<file path="src/pba_pkg.sv">
////////////////////////////////////////////////////////////////////////////
// PCI bus access shared definitions
// Bus widths, PCI command codes, core status bits, FIFO sizing,
// the pending request record and the local master state encoding
////////////////////////////////////////////////////////////////////////////
package pba_pkg;

   // Widths that carry a meaning on the local side
   typedef logic [31:0] pci_data_t;
   typedef logic [31:0] pci_addr_t;
   typedef logic [3:0]  pci_cbe_t;
   typedef logic [7:0]  burst_t;
   typedef logic [9:0]  lm_tsr_t;

   // PCI bus commands driven in the address phase
   localparam pci_cbe_t PCI_CMD_MEM_RD = 4'h6;
   localparam pci_cbe_t PCI_CMD_MEM_WR = 4'h7;

   // Bit positions in the core transfer status vector
   localparam int TSR_DATA_PHASE = 3;
   localparam int TSR_DISC_WD    = 6;
   localparam int TSR_DISC_WOD   = 7;
   localparam int TSR_MSTR_ABORT = 9;

   // Write data buffer sizing, depth is a power of two
   localparam int FIFO_DEPTH = 16;
   localparam int FIFO_PTR_W = 4;

   // One pending request from the Avalon side
   typedef struct packed {
      logic      wr;
      pci_addr_t addr;
      burst_t    burst;
   } pba_req_t;

   // Local master controller states
   typedef enum logic [1:0] {
      LB_IDLE,
      LB_REQ,
      LB_WRITE,
      LB_READ
   } lb_state_t;

endpackage

</file>
<file path="src/pba_req_capture.sv">
////////////////////////////////////////////////////////////////////////////
// Avalon request capture
// Holds one request until the local master takes it and steers
// the write beats of that burst into the write data buffer
////////////////////////////////////////////////////////////////////////////
`timescale 1ns/1ps

module pba_req_capture (
   input  logic               pci_clk_i,
   input  logic               pci_rstn_i,
   input  logic               avl_wr_req_i,
   input  logic               avl_rd_req_i,
   input  pba_pkg::pci_addr_t avl_addr_i,
   input  pba_pkg::burst_t    avl_burst_i,
   input  logic               avl_wdata_valid_i,
   input  pba_pkg::pci_data_t avl_wdata_i,
   input  logic               req_take_i,
   input  logic               busy_i,
   output pba_pkg::pba_req_t  req_o,
   output logic               req_valid_o,
   output logic               fifo_push_o,
   output pba_pkg::pci_data_t fifo_wdata_o,
   output logic               busy_o
);

   logic            accept;
   logic            taken_q;
   pba_pkg::burst_t wr_left_q;

   assign accept = (avl_wr_req_i | avl_rd_req_i) & ~busy_o;

   // Beats past the burst length fall on the floor
   assign fifo_push_o  = avl_wdata_valid_i & (accept ? avl_wr_req_i : (wr_left_q != '0));
   assign fifo_wdata_o = avl_wdata_i;

   // Request record, write wins if both strobes come together
   always_ff @(posedge pci_clk_i)
   begin
      if (accept)
      begin
         req_o.wr    <= avl_wr_req_i;
         req_o.addr  <= avl_addr_i;
         req_o.burst <= avl_burst_i;
      end
   end

   // Pending flag and busy span
   always_ff @(posedge pci_clk_i or negedge pci_rstn_i)
   begin
      if (!pci_rstn_i)
      begin
         req_valid_o <= 1'b0;
         busy_o      <= 1'b0;
         taken_q     <= 1'b0;
      end
      else if (accept)
      begin
         req_valid_o <= 1'b1;
         busy_o      <= 1'b1;
         taken_q     <= 1'b0;
      end
      else
      begin
         if (req_take_i)
         begin
            req_valid_o <= 1'b0;
            taken_q     <= 1'b1;
         end
         // Controller went idle again, burst is done
         if (taken_q && !busy_i)
         begin
            busy_o  <= 1'b0;
            taken_q <= 1'b0;
         end
      end
   end

   // Write beats still expected for the current burst
   always_ff @(posedge pci_clk_i or negedge pci_rstn_i)
   begin
      if (!pci_rstn_i)
         wr_left_q <= '0;
      else if (accept)
         wr_left_q <= avl_wr_req_i ?
                      avl_burst_i - pba_pkg::burst_t'(avl_wdata_valid_i) : '0;
      else if (fifo_push_o)
         wr_left_q <= wr_left_q - 8'd1;
   end

   a_burst_nonzero: assert property (@(posedge pci_clk_i) disable iff (!pci_rstn_i)
      (avl_wr_req_i || avl_rd_req_i) |-> (avl_burst_i != '0));

   // Requester waits until the previous burst has fully completed
   a_no_req_while_busy: assert property (@(posedge pci_clk_i) disable iff (!pci_rstn_i)
      (avl_wr_req_i || avl_rd_req_i) |-> !busy_o);

endmodule

</file>
<file path="src/pba_wr_fifo.sv">
////////////////////////////////////////////////////////////////////////////
// Write data FIFO
// Synchronous first-word-fall-through buffer between the Avalon
// write beats and the PCI local master
////////////////////////////////////////////////////////////////////////////
`timescale 1ns/1ps

module pba_wr_fifo (
   input  logic                           pci_clk_i,
   input  logic                           pci_rstn_i,
   input  logic                           push_i,
   input  pba_pkg::pci_data_t             wdata_i,
   input  logic                           pop_i,
   output pba_pkg::pci_data_t             rdata_o,
   output logic [pba_pkg::FIFO_PTR_W:0]   used_o
);

   pba_pkg::pci_data_t               mem_q [pba_pkg::FIFO_DEPTH];
   logic [pba_pkg::FIFO_PTR_W-1:0]   wr_ptr_q;
   logic [pba_pkg::FIFO_PTR_W-1:0]   rd_ptr_q;
   logic [pba_pkg::FIFO_PTR_W:0]     used_q;
   logic                             full;
   logic                             empty;
   logic                             do_push;
   logic                             do_pop;

   assign empty   = (used_q == '0);
   assign full    = (used_q == (pba_pkg::FIFO_PTR_W+1)'(pba_pkg::FIFO_DEPTH));
   assign do_push = push_i & ~full;
   assign do_pop  = pop_i & ~empty;

   // Head word visible without a read cycle
   assign rdata_o = mem_q[rd_ptr_q];
   assign used_o  = used_q;

   always_ff @(posedge pci_clk_i)
   begin
      if (do_push)
         mem_q[wr_ptr_q] <= wdata_i;
   end

   // Pointers wrap on their own since depth is a power of two
   always_ff @(posedge pci_clk_i or negedge pci_rstn_i)
   begin
      if (!pci_rstn_i)
      begin
         wr_ptr_q <= '0;
         rd_ptr_q <= '0;
         used_q   <= '0;
      end
      else
      begin
         if (do_push)
            wr_ptr_q <= wr_ptr_q + 1'b1;
         if (do_pop)
            rd_ptr_q <= rd_ptr_q + 1'b1;
         case ({do_push, do_pop})
            2'b10:   used_q <= used_q + 1'b1;
            2'b01:   used_q <= used_q - 1'b1;
            default: used_q <= used_q;
         endcase
      end
   end

   // Controller only pops words it has been told are there
   a_no_pop_empty: assert property (@(posedge pci_clk_i) disable iff (!pci_rstn_i)
      pop_i |-> !empty);

   // Overflow means an Avalon write beat was lost
   a_no_push_full: assert property (@(posedge pci_clk_i) disable iff (!pci_rstn_i)
      push_i |-> !full);

endmodule

</file>
<file path="src/pba_loc_master.sv">
////////////////////////////////////////////////////////////////////////////
// PCI local master controller
// Runs the request, address and data phases of the core's local master
// port, counts the burst, resumes after target disconnects and closes
// a master-aborted read with all-ones data
////////////////////////////////////////////////////////////////////////////
`timescale 1ns/1ps

module pba_loc_master (
   input  logic                           pci_clk_i,
   input  logic                           pci_rstn_i,
   input  logic [6:0]                     cmd_reg_i,
   // Pending request
   input  pba_pkg::pba_req_t              req_i,
   input  logic                           req_valid_i,
   output logic                           req_take_o,
   // Write data buffer
   input  pba_pkg::pci_data_t             fifo_rdata_i,
   input  logic [pba_pkg::FIFO_PTR_W:0]   fifo_used_i,
   output logic                           fifo_pop_o,
   // PCI core local master port
   input  logic                           lm_adr_ackn_i,
   input  logic                           lm_ackn_i,
   input  logic                           lm_dxfrn_i,
   input  pba_pkg::lm_tsr_t               lm_tsr_i,
   input  pba_pkg::pci_data_t             l_dato_i,
   output logic                           lm_req32n_o,
   output logic                           lm_rdyn_o,
   output logic                           lm_lastn_o,
   output pba_pkg::pci_data_t             l_adi_o,
   output pba_pkg::pci_cbe_t              l_cben_o,
   // Read return and status
   output pba_pkg::pci_data_t             pba_readdata_o,
   output logic                           pba_readdatavalid_o,
   output logic                           busy_o
);

   pba_pkg::lb_state_t  state_q;
   pba_pkg::lb_state_t  state_d;
   pba_pkg::pba_req_t   req_q;
   pba_pkg::burst_t     burst_cnt_q;
   pba_pkg::burst_t     beats_done;
   pba_pkg::pci_addr_t  cur_addr;
   pba_pkg::pci_data_t  dout_q;
   logic                dout_v_q;
   logic                disc_stat_q;
   logic                abort_q;
   logic                master_ena;
   logic                in_req;
   logic                in_write;
   logic                in_read;
   logic                start;
   logic                wr_xfer;
   logic                abort_now;
   logic                rd_beat;
   logic                beat;
   logic                disc_stat;
   logic                disc_hit;
   logic                load;

   assign master_ena = cmd_reg_i[2];
   assign in_req     = (state_q == pba_pkg::LB_REQ);
   assign in_write   = (state_q == pba_pkg::LB_WRITE);
   assign in_read    = (state_q == pba_pkg::LB_READ);

   // A write needs its first word buffered before we go to the bus
   assign start      = (state_q == pba_pkg::LB_IDLE) & req_valid_i & master_ena &
                       (~req_i.wr | (fifo_used_i != '0));
   assign req_take_o = start;

   ////////////////////////////////////////////////////////////////////////////
   // Beat accounting
   ////////////////////////////////////////////////////////////////////////////
   assign wr_xfer   = in_write & ~lm_dxfrn_i;
   assign abort_now = in_read & (abort_q | lm_tsr_i[pba_pkg::TSR_MSTR_ABORT]);
   // After an abort one filler beat per cycle
   assign rd_beat   = in_read & (~lm_dxfrn_i | abort_now);
   assign beat      = wr_xfer | rd_beat;

   // Only a fresh disconnect counts since the core may hold the status bit
   assign disc_stat = lm_tsr_i[pba_pkg::TSR_DISC_WD] | lm_tsr_i[pba_pkg::TSR_DISC_WOD];
   assign disc_hit  = (in_write | in_read) & disc_stat & ~disc_stat_q & ~abort_now;

   assign beats_done = req_q.burst - burst_cnt_q;
   assign cur_addr   = req_q.addr + pba_pkg::pci_addr_t'({beats_done, 2'b00});

   always_comb
   begin
      state_d = state_q;
      case (state_q)
         pba_pkg::LB_IDLE:
            if (start)
               state_d = pba_pkg::LB_REQ;
         pba_pkg::LB_REQ:
            if (!lm_adr_ackn_i)
               state_d = req_q.wr ? pba_pkg::LB_WRITE : pba_pkg::LB_READ;
         pba_pkg::LB_WRITE, pba_pkg::LB_READ:
            if (beat && burst_cnt_q == 8'd1)
               state_d = pba_pkg::LB_IDLE;
            else if (disc_hit)
               state_d = pba_pkg::LB_REQ;
         default:
            state_d = pba_pkg::LB_IDLE;
      endcase
   end

   always_ff @(posedge pci_clk_i or negedge pci_rstn_i)
   begin
      if (!pci_rstn_i)
      begin
         state_q     <= pba_pkg::LB_IDLE;
         burst_cnt_q <= '0;
         abort_q     <= 1'b0;
         disc_stat_q <= 1'b0;
      end
      else
      begin
         state_q     <= state_d;
         disc_stat_q <= disc_stat;
         if (start)
            burst_cnt_q <= req_i.burst;
         else if (beat)
            burst_cnt_q <= burst_cnt_q - 8'd1;
         if (start)
            abort_q <= 1'b0;
         else if (in_read && lm_tsr_i[pba_pkg::TSR_MSTR_ABORT])
            abort_q <= 1'b1;
      end
   end

   always_ff @(posedge pci_clk_i)
   begin
      if (start)
         req_q <= req_i;
   end

   ////////////////////////////////////////////////////////////////////////////
   // Write data staging
   ////////////////////////////////////////////////////////////////////////////
   // dout_q is the word offered to the core
   // It survives a disconnect and is offered again after the re-request
   assign load = req_q.wr & (in_req | in_write) & (fifo_used_i != '0) &
                 (dout_v_q ? (wr_xfer & (burst_cnt_q > 8'd1)) : (burst_cnt_q != '0));
   assign fifo_pop_o = load;

   always_ff @(posedge pci_clk_i or negedge pci_rstn_i)
   begin
      if (!pci_rstn_i)
         dout_v_q <= 1'b0;
      else if (load)
         dout_v_q <= 1'b1;
      else if (wr_xfer)
         dout_v_q <= 1'b0;
   end

   always_ff @(posedge pci_clk_i)
   begin
      if (load)
         dout_q <= fifo_rdata_i;
   end

   // Core side outputs
   assign lm_req32n_o = ~(in_req & master_ena);
   assign lm_rdyn_o   = ~((in_write & dout_v_q) | in_read);
   assign lm_lastn_o  = ~((in_write | in_read) & (burst_cnt_q == 8'd1));
   assign l_adi_o     = in_req ? cur_addr : dout_q;
   // All byte lanes enabled in the data phase
   assign l_cben_o    = in_req ? (req_q.wr ? pba_pkg::PCI_CMD_MEM_WR : pba_pkg::PCI_CMD_MEM_RD)
                               : 4'h0;

   assign pba_readdata_o      = abort_now ? '1 : l_dato_i;
   assign pba_readdatavalid_o = rd_beat;
   assign busy_o              = (state_q != pba_pkg::LB_IDLE);

   // A zero count in a transfer state would run past the last beat flag
   a_lastn_reachable: assert property (@(posedge pci_clk_i) disable iff (!pci_rstn_i)
      (in_write || in_read) |-> (burst_cnt_q != '0));

   // Core only moves data while it reports a data phase
   a_xfer_in_data_phase: assert property (@(posedge pci_clk_i) disable iff (!pci_rstn_i)
      ((in_write || in_read) && !lm_dxfrn_i) |->
         (!lm_ackn_i && lm_tsr_i[pba_pkg::TSR_DATA_PHASE]));

endmodule

</file>
<file path="src/pba_top.sv">
////////////////////////////////////////////////////////////////////////////
// PCI bus access top level
// Request capture, write data FIFO and local master controller
////////////////////////////////////////////////////////////////////////////
`timescale 1ns/1ps

module pba_top (
   input  logic               pci_clk_i,
   input  logic               pci_rstn_i,
   input  logic [6:0]         cmd_reg_i,
   // Avalon request side
   input  logic               avl_wr_req_i,
   input  logic               avl_rd_req_i,
   input  pba_pkg::pci_addr_t avl_addr_i,
   input  pba_pkg::burst_t    avl_burst_i,
   input  logic               avl_wdata_valid_i,
   input  pba_pkg::pci_data_t avl_wdata_i,
   output logic               busy_o,
   // PCI core local master port
   input  logic               lm_adr_ackn_i,
   input  logic               lm_ackn_i,
   input  logic               lm_dxfrn_i,
   input  pba_pkg::lm_tsr_t   lm_tsr_i,
   input  pba_pkg::pci_data_t l_dato_i,
   output logic               lm_req32n_o,
   output logic               lm_rdyn_o,
   output logic               lm_lastn_o,
   output pba_pkg::pci_data_t l_adi_o,
   output pba_pkg::pci_cbe_t  l_cben_o,
   // Read return
   output pba_pkg::pci_data_t pba_readdata_o,
   output logic               pba_readdatavalid_o
);

   pba_pkg::pba_req_t               req;
   logic                            req_valid;
   logic                            req_take;
   logic                            lm_busy;
   logic                            fifo_push;
   pba_pkg::pci_data_t              fifo_wdata;
   logic                            fifo_pop;
   pba_pkg::pci_data_t              fifo_rdata;
   logic [pba_pkg::FIFO_PTR_W:0]    fifo_used;

   pba_req_capture pba_req_capture_i (
      .pci_clk_i(pci_clk_i), .pci_rstn_i(pci_rstn_i),
      .avl_wr_req_i(avl_wr_req_i), .avl_rd_req_i(avl_rd_req_i),
      .avl_addr_i(avl_addr_i), .avl_burst_i(avl_burst_i),
      .avl_wdata_valid_i(avl_wdata_valid_i), .avl_wdata_i(avl_wdata_i),
      .req_take_i(req_take), .busy_i(lm_busy),
      .req_o(req), .req_valid_o(req_valid),
      .fifo_push_o(fifo_push), .fifo_wdata_o(fifo_wdata), .busy_o(busy_o)
   );

   pba_wr_fifo pba_wr_fifo_i (
      .pci_clk_i(pci_clk_i), .pci_rstn_i(pci_rstn_i),
      .push_i(fifo_push), .wdata_i(fifo_wdata),
      .pop_i(fifo_pop), .rdata_o(fifo_rdata), .used_o(fifo_used)
   );

   pba_loc_master pba_loc_master_i (
      .pci_clk_i(pci_clk_i), .pci_rstn_i(pci_rstn_i), .cmd_reg_i(cmd_reg_i),
      .req_i(req), .req_valid_i(req_valid), .req_take_o(req_take),
      .fifo_rdata_i(fifo_rdata), .fifo_used_i(fifo_used), .fifo_pop_o(fifo_pop),
      .lm_adr_ackn_i(lm_adr_ackn_i), .lm_ackn_i(lm_ackn_i),
      .lm_dxfrn_i(lm_dxfrn_i), .lm_tsr_i(lm_tsr_i), .l_dato_i(l_dato_i),
      .lm_req32n_o(lm_req32n_o), .lm_rdyn_o(lm_rdyn_o), .lm_lastn_o(lm_lastn_o),
      .l_adi_o(l_adi_o), .l_cben_o(l_cben_o),
      .pba_readdata_o(pba_readdata_o), .pba_readdatavalid_o(pba_readdatavalid_o),
      .busy_o(lm_busy)
   );

endmodule

</file>
<file path="config.mk">
export PLATFORM = sky130hd
export DESIGN_NAME = pba_top
export DESIGN_NICKNAME = d
export VERILOG_FILES = /design/src/pba_pkg.sv /design/src/pba_req_capture.sv /design/src/pba_wr_fifo.sv /design/src/pba_loc_master.sv /design/src/pba_top.sv
export SDC_FILE = /design/constraint.sdc
export NUM_CORES = 1
export LEC_CHECK = 0
export ABC_AREA = 0
export BUFFER_PORTS_ARGS = -buffer_cell sky130_fd_sc_hd__clkbuf_2
export CAP_MARGIN = 25
export CORE_MARGIN = 10
export CORE_UTILIZATION = 40
export CTS_BUF_LIST = sky130_fd_sc_hd__clkbuf_4 sky130_fd_sc_hd__clkbuf_8 sky130_fd_sc_hd__clkbuf_16
export CTS_CLUSTER_DIAMETER = 60
export DETAILED_ROUTE_END_ITERATION = 6
export PLACE_DENSITY = 0.66
export SYNTH_ARGS = -nofsm -noshare
export SYNTH_HDL_FRONTEND = slang
export SYNTH_SLANG_ARGS = --single-unit
</file>
<file path="constraint.sdc">
create_clock -name pci_clk_i -period 6 [get_ports pci_clk_i]
set_input_delay 0.3 -clock pci_clk_i [delete_from_list [all_inputs] [get_ports pci_clk_i]]
set_output_delay 0.3 -clock pci_clk_i [all_outputs]
set_load 0.005 [all_outputs]
</file>
Word level (Yosys, flattened, before mapping)
Memories as Yosys holds them, arrays and structs flattened. A register that Yosys moved wholly into a read port is not among the register bits.
Cells that the tools add are included.
{"block": "op_classes", "addsub": 9, "n_lt_le_gt_ge": 1, "n_eq_ne": 10, "mux": 31, "n_bitwise": 39, "reduce_logical": 20}
{"cell": "$mux 32", "n": 2}
{"cell": "$mux 8", "n": 5}
{"cell": "$add 32x10->32", "n": 1}
{"cell": "$and 1x1->1", "n": 20}
{"cell": "$mux 1", "n": 17}
{"cell": "$reduce_bool 2->1", "n": 8}
{"cell": "$reduce_bool 8->1", "n": 2}
{"cell": "$sub 8x1->8 const B", "n": 2}
{"cell": "$not 1->1", "n": 10}
{"cell": "$pmux 5 s2", "n": 1}
{"cell": "$or 1x1->1", "n": 9}
{"cell": "$add 4x1->4 const B", "n": 2}
{"cell": "$eq 8x1->1 const B", "n": 1}
{"cell": "$gt 8x1->1 const B", "n": 1}
{"cell": "$mux 2", "n": 4}
{"cell": "$sub 8x1->8", "n": 1}
{"cell": "$sub 8x8->8", "n": 1}
{"cell": "$eq 2x2->1 const B", "n": 3}
{"cell": "$pmux 2 s3", "n": 1}
{"cell": "$add 5x1->5 const B", "n": 1}
{"cell": "$eq 5x5->1 const B", "n": 1}
{"cell": "$logic_not 5->1", "n": 1}
{"cell": "$reduce_bool 5->1", "n": 1}
{"cell": "$sub 5x1->5 const B", "n": 1}
{"cell": "11 further kinds", "n": 14}
{"block": "totals", "regBits": 119, "ram_bits": 512, "input_bits": 129, "output_inout_bits": 73, "wordCells": 129, "memories": 1}
{"name": "pba_wr_fifo_i.mem_q", "depth": 16, "width": 32, "read_ports": 1, "rd_clocked_by_memory_dff": 1, "wr": 1, "line": "pba_wr_fifo.sv:18", "source": "pba_pkg::pci_data_t mem_q [pba_pkg::FIFO_DEPTH];"}

Depth between registers and ports, before layout
Gate-level depths: netlist (run 1).
{"block": "depth", "word_depth": 8, "depth_mapped": 17, "mapped_depth_nobuf": 16}

Cells and area by module
Synthesis (run 1) repeated with hierarchy kept, for this count alone.
{"block": "hier_totals", "hier_cells": 1586, "area_unflattened_um2": 27400.0}
{"mod": "pba_wr_fifo", "n_inst": 1, "cells_each": 1009, "area_per_inst_um2": 20394.6}
{"mod": "pba_loc_master", "n_inst": 1, "cells_each": 415, "area_per_inst_um2": 4695.8}
{"mod": "pba_req_capture", "n_inst": 1, "cells_each": 162, "area_per_inst_um2": 2309.7}

Worst setup path before layout (run 1)
OpenSTA, ideal clock, no wires.
{"block": "synth_path", "path_kind": "reg2reg", "from": "register pba_loc_master_i.state_q[0]", "to": "register pba_loc_master_i.dout_q[0], read port of pba_wr_fifo_i.mem_q, enable pin", "setup_time_ps": 595, "t_arrival_ps": 5927, "setup_slack_ps": -522, "stages_incl_launch_ff": 5, "n_path_buf": 0, "period_less_slack_ps": 6522, "cell_sequence": "dfrtp_1 -> inv_1 -> ha_1 -> a21boi_0 -> a2111oi_0"}
{"block": "synth_between", "elab_chain_cells": 5, "word_cells_on_any_way": 9}
{"item": "start, declared", "line": "pba_loc_master.sv:38", "source": "pba_pkg::lb_state_t state_q;"}
{"item": "start signal, assigned", "line": "pba_loc_master.sv:111", "source": "state_q <= pba_pkg::LB_IDLE;"}
{"item": "start signal, assigned", "line": "pba_loc_master.sv:118", "source": "state_q <= state_d;"}
{"item": "$eq 2x1->1 / $eq 2x2->1 (equally long branches)", "line": "pba_loc_master.sv:62, pba_loc_master.sv:63"}
{"item": "$or 1x1->1 / $and 1x1->1 (equally long branches)", "line": "pba_loc_master.sv:142, pba_loc_master.sv:74"}
{"item": "$and 1x1->1, on equally long branches", "line": "pba_loc_master.sv:142, pba_loc_master.sv:143"}
{"item": "$and 1x1->1 / $mux 1 (equally long branches)", "line": "pba_loc_master.sv:142, pba_loc_master.sv:143"}
{"item": "$and 1x1->1 (*)", "line": "pba_loc_master.sv:142", "source": "assign load = req_q.wr & (in_req | in_write) & (fifo_used_i != '0) &"}
{"item": "net fifo_pop", "line": "pba_top.sv:41", "source": "logic fifo_pop;"}
{"item": "end, declared", "line": "pba_loc_master.sv:44", "source": "pba_pkg::pci_data_t dout_q;"}
The timed path passes the listed nets; every way through them passes the cells marked *.
A chain may end at the register's enable or synchronous reset.

Worst setup path after layout (run 1)
{"block": "layout_path", "from": "register pba_loc_master_i.burst_cnt_q[0]", "to": "output port l_adi_o[31]"}
{"block": "layout_between", "elab_chain_cells": 3}
{"item": "start, declared", "line": "pba_loc_master.sv:41", "source": "pba_pkg::burst_t burst_cnt_q;"}
{"item": "start signal, assigned", "line": "pba_loc_master.sv:121", "source": "burst_cnt_q <= req_i.burst;"}
{"item": "start signal, assigned", "line": "pba_loc_master.sv:123", "source": "burst_cnt_q <= burst_cnt_q - 8'd1;"}
{"item": "$sub 8x8->8", "line": "pba_loc_master.sv:84", "source": "assign beats_done = req_q.burst - burst_cnt_q;"}
{"item": "$add 32x10->32", "line": "pba_loc_master.sv:85", "source": "assign cur_addr = req_q.addr + pba_pkg::pci_addr_t'({beats_done, 2'b00});"}
{"item": "$mux 32", "line": "pba_loc_master.sv:166", "source": "assign l_adi_o = in_req ? cur_addr : dout_q;"}
{"item": "end, declared", "line": "pba_top.sv:28", "source": "output pba_pkg::pci_data_t l_adi_o,"}
No other way between the ends.

==> results.md, run 1 <==
- Final RePlAce weighted congestion: 0.790
- Xor/xnor cell area share of the yosys netlist: 0.0208
- Largest family of logic cells by synthesized area: multiplexers
- Endpoints failing setup: 0
- Drt pass-1 iters: 5
- Initial antenna violation count: 3
- Clock Path Buffers: 3
- Seq cells post-synth: 663
- Yosys warnings: 0
- Netlist cell types: 62
- Top_reg_cell synth: edfxtp_1
- Global-route wire length before repair: 92.0 mm
- Mapped Area: 26600 sq um
- Period Utilization, post-route: 0.815
- Core area: 65900 sq um
- Synthesized-area fraction occupied by and/or/nand/nor cells: 0.0393
- Maximum VDD drop: 0.000301 V
- Total grt overflow: 0
- WP data required: 5700 ps
- Die width: 278 um
- Synth top area cells: edfxtp_1 71%, mux4_2 14%, dfrtp_1 3.5%
- Num CTS Buffers: 70
- Syn-to-layout area delta: 18.3%
- Commonest cells in the netlist: 626 x edfxtp_1, 160 x mux4_2, 56 x nor2_1
- RSZ-0062 raised after global routing: no
- LEAKAGE: 10.6 nW
- WL per Instance: 24.2 um
- Startpoint Class: register
- Mapped Avg Cell Area: about 20 sq um
- Cell taking the most area after synthesis: edfxtp_1
- Detailed placer's ending HPWL: between 30 and 40 mm
- Mux cell area share after synthesis: 0.141
- Layout cells sized above 1: 0.317
- Clock transition at the registers of the reported paths: ~60 ps
- CP Capture Type: primary output
- Net Count, Synth: 1507
- Final Max Tran Viols: 0
- Number of global-route vias before repair: 14200
- Slew @ Worst Pin: 970 ps
- Row cnt: 94
- Gate Count Post-Synth: 1341
- Largest net degree at the start of global routing: 92
- Final hold vios: 0
- Antenna Nets Post-Route: 0
- Clk root buf: clkbuf_16
- Nets: 1777
- H-Tree Level Count: 3
- FMAX: approximately 200 MHz
- Cts repair resizes: 0
- Worst-Skew Late Latency: 610 ps
- CTS sink count: 663
- I/O pin count: around 200
- Minimum clock period: 4890 ps
- 1st-iter DRT viols: 1172
- Asr flop ratio synth: 0.0558
- Die Area: 77200 sq um
- ANT cells: 0
- Critical path arrival: 4590 ps
- Status: finished clean
- Setup Fix Bufs, Post-CTS: 0
- # port buffers: 186
- CTS tree: yes
- Via density: 5.35
- Slew margin rel.: 0.350
- Top cell type's share of synthesized area: 0.707
- Top-count cell post-synth: edfxtp_1
- Drc violations: 0
- Sequential area share after synthesis: 0.742
- CP Max Fanout: 7
- Pwr/cell area: 484 nW/um^2
- Placed instance area: 28700 sq um
- Final setup skew: 32.0 ps
- Max Cap Viol: 0
- Fin area: 31500 sq um
- WS Path Type: register to primary output
- Setup TNS: 0 ps
- Adder-cell share of the synthesized area: 0.0183
- HP Class: primary input to register
- Total Wirelength: 61.2 mm
- Overall Global Routing Usage: 0.157
- Die Y: 278 um
- Complex-gate fraction of the synthesized area: 0.0241
- Post-synth EDFFs: 626
- Vias after detailed routing: 13500
- Initial Util: 0.404
==> per-layer routing <==
layer	global-route usage	routed length, um
met1	0.195	24700
met5	0	38
met2	0.271	31600
met4	0.0466	1180
met3	0.0364	3710
==> path summary, 6_finish.rpt <==
| kind | from | end | slack [ps] | cells past startpoint |
|---|---|---|---|---|
| max | pba_loc_master_i.burst_cnt_q[0]$_DFFE_PN0P_ | l_adi_o[31] | 1110 | 16 |
| min | lm_adr_ackn_i | pba_loc_master_i.state_q[0]$_DFFE_PN0P_ | 30 | 3 |
| max reg2reg | pba_req_capture_i.wr_left_q[0]$_DFFE_PN0P_ | pba_wr_fifo_i.mem_q[3][9]$_DFFE_PP_ | 2260 | 9 |
| min reg2reg | pba_req_capture_i.req_o[17]$_DFFE_PP_ | pba_loc_master_i.req_q[17]$_DFFE_PP_ | 410 | 0 |
| max in group asynchronous | pci_rstn_i | pba_wr_fifo_i.rd_ptr_q[1]$_DFFE_PN0P_ | 5420 | 3 |
| min in group asynchronous | pci_rstn_i | pba_req_capture_i.wr_left_q[7]$_DFFE_PN0P_ | 110 | 2 |
==> report_power, final <==
| group | leakage, nW | switching (W) | internal [W] | total (W) |
|---|---|---|---|---|
| Sequential | 6.10 | 0.000402 | 0.00583 | 0.00623 |
| Clock | 1.14 | 0.00173 | 0.00254 | 0.00427 |
| Combinational | 3.37 | 0.00259 | 0.00214 | 0.00473 |
| Total | 10.6 | 0.00472 | 0.0105 | 0.0152 |
==> cells by family after synthesis <==
group,Yosys count
flops,663
compound gates,106
simple gates,205
other cells,1
fa+ha+maj,37
buf+inv,92
mux,174
xor+xnor,63
==> state kept, by name (all words and copies together) (netlist names) <==
register	cells
pba_req_capture_i.req_valid_o	1
pba_wr_fifo_i.used_o	5
pba_loc_master_i.burst_cnt_q	8
pba_wr_fifo_i.mem_q	512
pba_req_capture_i.taken_q	1
pba_wr_fifo_i.wr_ptr_q	4
pba_loc_master_i.state_q	2
pba_req_capture_i.busy_o	1
pba_loc_master_i.req_q	41
pba_loc_master_i.abort_q	1
pba_wr_fifo_i.rd_ptr_q	4
pba_loc_master_i.dout_q	32
pba_req_capture_i.req_o	41
pba_req_capture_i.wr_left_q	8
pba_loc_master_i.dout_v_q	1
pba_loc_master_i.disc_stat_q	1
==> what timing repair did <==
action,4_1_cts,5_1_grt
endpoints found under the setup margin,0,0
hold buffers,43,0
hold endpoints to repair,78,0
==> worst max-delay path: stages (launching register included) <==
cell and delay, ps:
dfrtp_1 420, ha_1 200, inv_1 60, fa_1 390, a21o_1 170, a21oi_1 210
o21bai_1 90, a21oi_1 180, xnor2_1 100, ha_1 360, o21ai_0 140, nand2_1 100
o211ai_1 360, a21o_1 320, or4_1 470, a31oi_1 260, clkbuf_2 170
==> layout by cell type, fill, tap and decap left out, types with 7 or more instances in the layout <==
cell type / instances
a21oi_1: 45
buf_4: 25
bufinv_16: 7
clkbuf_16: 72
clkbuf_2: 186
clkbuf_4: 9
clkinv_1: 18
clkinv_2: 11
dfrtp_1: 34
dlygate4sd3_1: 43
edfxtp_1: 626
ha_1: 33
inv_1: 32
mux2_2: 12
mux4_2: 160
nand2_1: 46
nand2b_1: 35
nand3_1: 13
nand4_1: 8
nor2_1: 44
nor2_4: 12
nor3_1: 9
o21ai_0: 22
xnor2_1: 41
xor2_1: 22
==> cell type report <==
type                       instances  area, sq um
clock buffer                      81         1870
clock inverter                    44          420
fill                            5361        34400
inverter                          33          124
multi-input combinational        586         6620
sequential                       663        19700
tap                              864         1080
timing repair buffer             257         1610
==> through the flow <==
stage	util	cells	power, W	hold slack, ps	setup slack, ps
after CTS	0.477	2527	0.0154	5.61	1050
final	0.478	2528	0.0152	34.7	1110
after detailed placement	0.436	2359	0.0111	405	1700
after global placement	0.436	2359	0.0110	405	1700
after floorplan	-	1341	0.00942	4.41	1050
after global routing	0.478	2528	0.0160	25.3	838
(Power assumes the default switching activity.)
==> inputs of run 2 (changes only) <==
Clock period 6 ns to 4.1 ns, I/O delays scaled along.
==> results.md, run 2 (synthesis gave the netlist of run 1 again) <==
- Status: complete, but fails checks (was finished clean)
- Violated checks: setup timing
- Fin area: 31900 sq um (was 31500 sq um)
- Row cnt: 94 (unchanged)
- R2r startpoint: pba_req_capture_i.wr_left_q[0]$_DFFE_PN0P_ (unchanged)
- Total grt overflow: 0 (unchanged)
- Final setup margin: -71.5 ps (was 1110 ps)
- Antenna Nets Post-Route: 0 (unchanged)
- Total Wirelength: 63.3 mm (was 61.2 mm)
- WL per Instance: 24.8 um (was 24.2 um)
- H-Tree Level Count: 3 (unchanged)
- Overall Global Routing Usage: 0.162 (was 0.157)
- Maximum VDD drop: 0.000663 V (was 0.000301 V)
- Pwr/cell area: 712 nW/um^2 (was 484 nW/um^2)
- Die Y: 278 um (unchanged)
- Largest net degree at the start of global routing: 92 (unchanged)
- Num CTS Buffers: 68 (was 70)
- Critical path arrival: 3970 ps (was 4590 ps)
- Reg with most FFs: pba_wr_fifo_i.mem_q (unchanged)
- Final setup skew: 21.9 ps (was 32.0 ps)
- RSZ-0062 raised after global routing: yes (was no)
- Drc violations: 0 (unchanged)
- Clock transition at the registers of the reported paths: 60 ps (about the same)
- Number of global-route vias before repair: 14400 (was 14200)
- Syn-to-layout area delta: 19.9% (was 18.3%)
- Largest regs: pba_wr_fifo_i.mem_q (512), pba_loc_master_i.req_q (41), pba_req_capture_i.req_o (41) (unchanged)
- Total power: 0.0227 W (was 0.0152 W)
- Drt pass-1 iters: 5 (unchanged)
- Initial Util: 0.404 (unchanged)
- Clock Path Buffers: 3 (unchanged)
- Max Cap Viol: 0 (unchanged)
- Register-to-Register Path Depth: 14 (was 9)
- Via density: 5.38 (was 5.35)
- Detailed placer's ending HPWL: 39.0 mm (was 37.7 mm)
- Most frequent cells in the layout: 626 x edfxtp_1, 180 x clkbuf_2, 160 x mux4_2, 69 x clkbuf_16, 49 x dlygate4sd3_1 (was 626 x edfxtp_1, 186 x clkbuf_2, 160 x mux4_2, 72 x clkbuf_16, 46 x nand2_1)
- Slew @ Worst Pin: 940 ps (was 970 ps)
- # port buffers: 186 (unchanged)
- 1st-iter DRT viols: 1133 (was 1172)
- Final core occ: 0.484 (was 0.478)
- FMAX: 240 MHz
- Startpoint Class: register (unchanged)
- WS Path Type: register to primary output (unchanged)
- CP Max Fanout: 3 (was 7)
- WP data required: 3890 ps (was 5700 ps)
- Slew margin rel.: 0.374 (was 0.350)
- Final RePlAce weighted congestion: 0.824 (was 0.790)
- CTS tree: yes (unchanged)
- Hold WS: 19.4 ps (was 34.7 ps)
- Inst Count DP: 2373 (was 2359)
- CTS sink count: 663 (unchanged)
- R2R setup slack: 680 ps (was 2260 ps)
- LEAKAGE: 10.8 nW (was 10.6 nW)
- Final hold vios: 0 (unchanged)
- HP Start: avl_wdata_i[5] (was lm_adr_ackn_i)
- HP Class: primary input to register (unchanged)
- Minimum clock period: 4170 ps
- Period Utilization, post-route: 1.02
- Die width: 278 um (unchanged)
- Fill count: 5360 (was 5361)
- Worst hold endpoint: pba_wr_fifo_i.mem_q[4][5]$_DFFE_PP_ (was pba_loc_master_i.state_q[0]$_DFFE_PN0P_)
- Global-route wire length before repair: 94.6 mm (was 92.0 mm)
- Nets: 1806 (was 1777)
- Clk root buf: clkbuf_16 (unchanged)
- Layout cells sized above 1: 0.341 (was 0.317)
- Core area: 65900 sq um (unchanged)
- Number of flip-flops in the largest register: 512 (unchanged)
- Placed instance area: 29000 sq um (was 28700 sq um)
- Worst-Skew Late Latency: 600 ps (was 610 ps)
- Reg-to-reg endpoint: pba_wr_fifo_i.used_o[4]$_DFFE_PN0P_ (was pba_wr_fifo_i.mem_q[3][9]$_DFFE_PP_)
- I/O pin count: 202 (unchanged)
- Vias after detailed routing: 13700 (was 13500)
- Die Area: 77200 sq um (unchanged)
- Finished Layout Cells: 2554 (was 2528)
- Final Max Tran Viols: 0 (unchanged)
- Initial antenna violation count: 6 (was 3)
- CP Capture Type: primary output (unchanged)
- Commonest non-fill, non-tap cell in the layout: edfxtp_1 (unchanged)
- Endpoints failing setup: 3 (was 0)
- Worst hold path cell count: 1 (was 3)
## run 2: changes by cell type in the layout (fill, tap and decap cells not counted), moves of 4 or more
cell,change
clkinv_1,-8
buf_2,+6
nand2_1,-5
buf_12,+14
clkbuf_2,-6
a21oi_2,+4
a21oi_1,-4
nand2_2,+4
clkinv_2,+7
dlygate4sd3_1,+6
buf_4,+10
## run 2: timing repair
| action | in CTS | in global routing |
|---|---|---|
| setup buffers | 9 | 1 |
| hold buffers | 49 | 0 |
| hold endpoints to repair | 119 | 0 |
| pin swaps | 21 | 20 |
| gates resized for setup | 19 | 14 |
| endpoints found under the setup margin | 22 | 22 |
## run 2: layout make-up
type                       count  area (sq um)  area share
sequential                   663         19700       0.619
tap                          864          1080      0.0339
multi-input combinational    586          6730       0.211
inverter                      33           124     0.00388
clock buffer                  79          1800      0.0565
timing repair buffer         288          2030      0.0637
antenna                        1          2.50   0.0000785
clock inverter                40           382      0.0120
## run 2: how the worst max path moves through the flow
stage	endpoint	cells past startpoint	start	slack [ps]
floorplan	pba_wr_fifo_i.mem_q[7][0]$_DFFE_PP_	9	pba_req_capture_i.busy_o$_DFFE_PN0N_	120
global placement	l_adi_o[31]	17	pba_loc_master_i.req_q[0]$_DFFE_PP_	150
detailed placement	l_adi_o[31]	17	pba_loc_master_i.burst_cnt_q[0]$_DFFE_PN0P_	140
CTS	l_adi_o[31]	18	pba_loc_master_i.req_q[0]$_DFFE_PP_	-150
global route	l_adi_o[31]	18	pba_loc_master_i.req_q[0]$_DFFE_PP_	-310
finish	l_adi_o[31]	18	pba_loc_master_i.req_q[0]$_DFFE_PP_	-70
## run 2: through the flow
| stage | setup slack [ps] | setup TNS (ps) |
|---|---|---|
| floorplan | 116 | 0 |
| global placement | 147 | 0 |
| detailed placement | 137 | 0 |
| CTS | -151 | -707 |
| global route | -309 | -4360 |
| finish | -71.5 | -82.5 |
## run 2: worst max-delay path: stages (launching register included)
cell	delay (ps)
edfxtp_1	380
inv_2	80
ha_4	140
inv_2	40
fa_2	330
a21o_1	170
a21oi_2	170
o21bai_1	80
a21oi_1	170
xnor2_1	90
ha_1	330
o21ai_2	80
nand3b_1	120
o311ai_1	100
buf_4	180
a21o_1	160
or4_1	410
a31oi_1	210
buf_2	150
## run 2: power breakdown
part,switching [W],internal [W],total [W]
sequential,0.000632,0.00852,0.00915
combinational,0.00403,0.00346,0.00749
clock,0.00248,0.00359,0.00607
total,0.00714,0.0156,0.0227
## run 2: routing by layer
layer,vias to the layer above,routed length [um],track usage
met2,484,31700,0.272
met4,8,1020,0.0384
met5,-,49,0
met1,7162,25700,0.208
li1,6002,-,-
met3,83,4740,0.0409
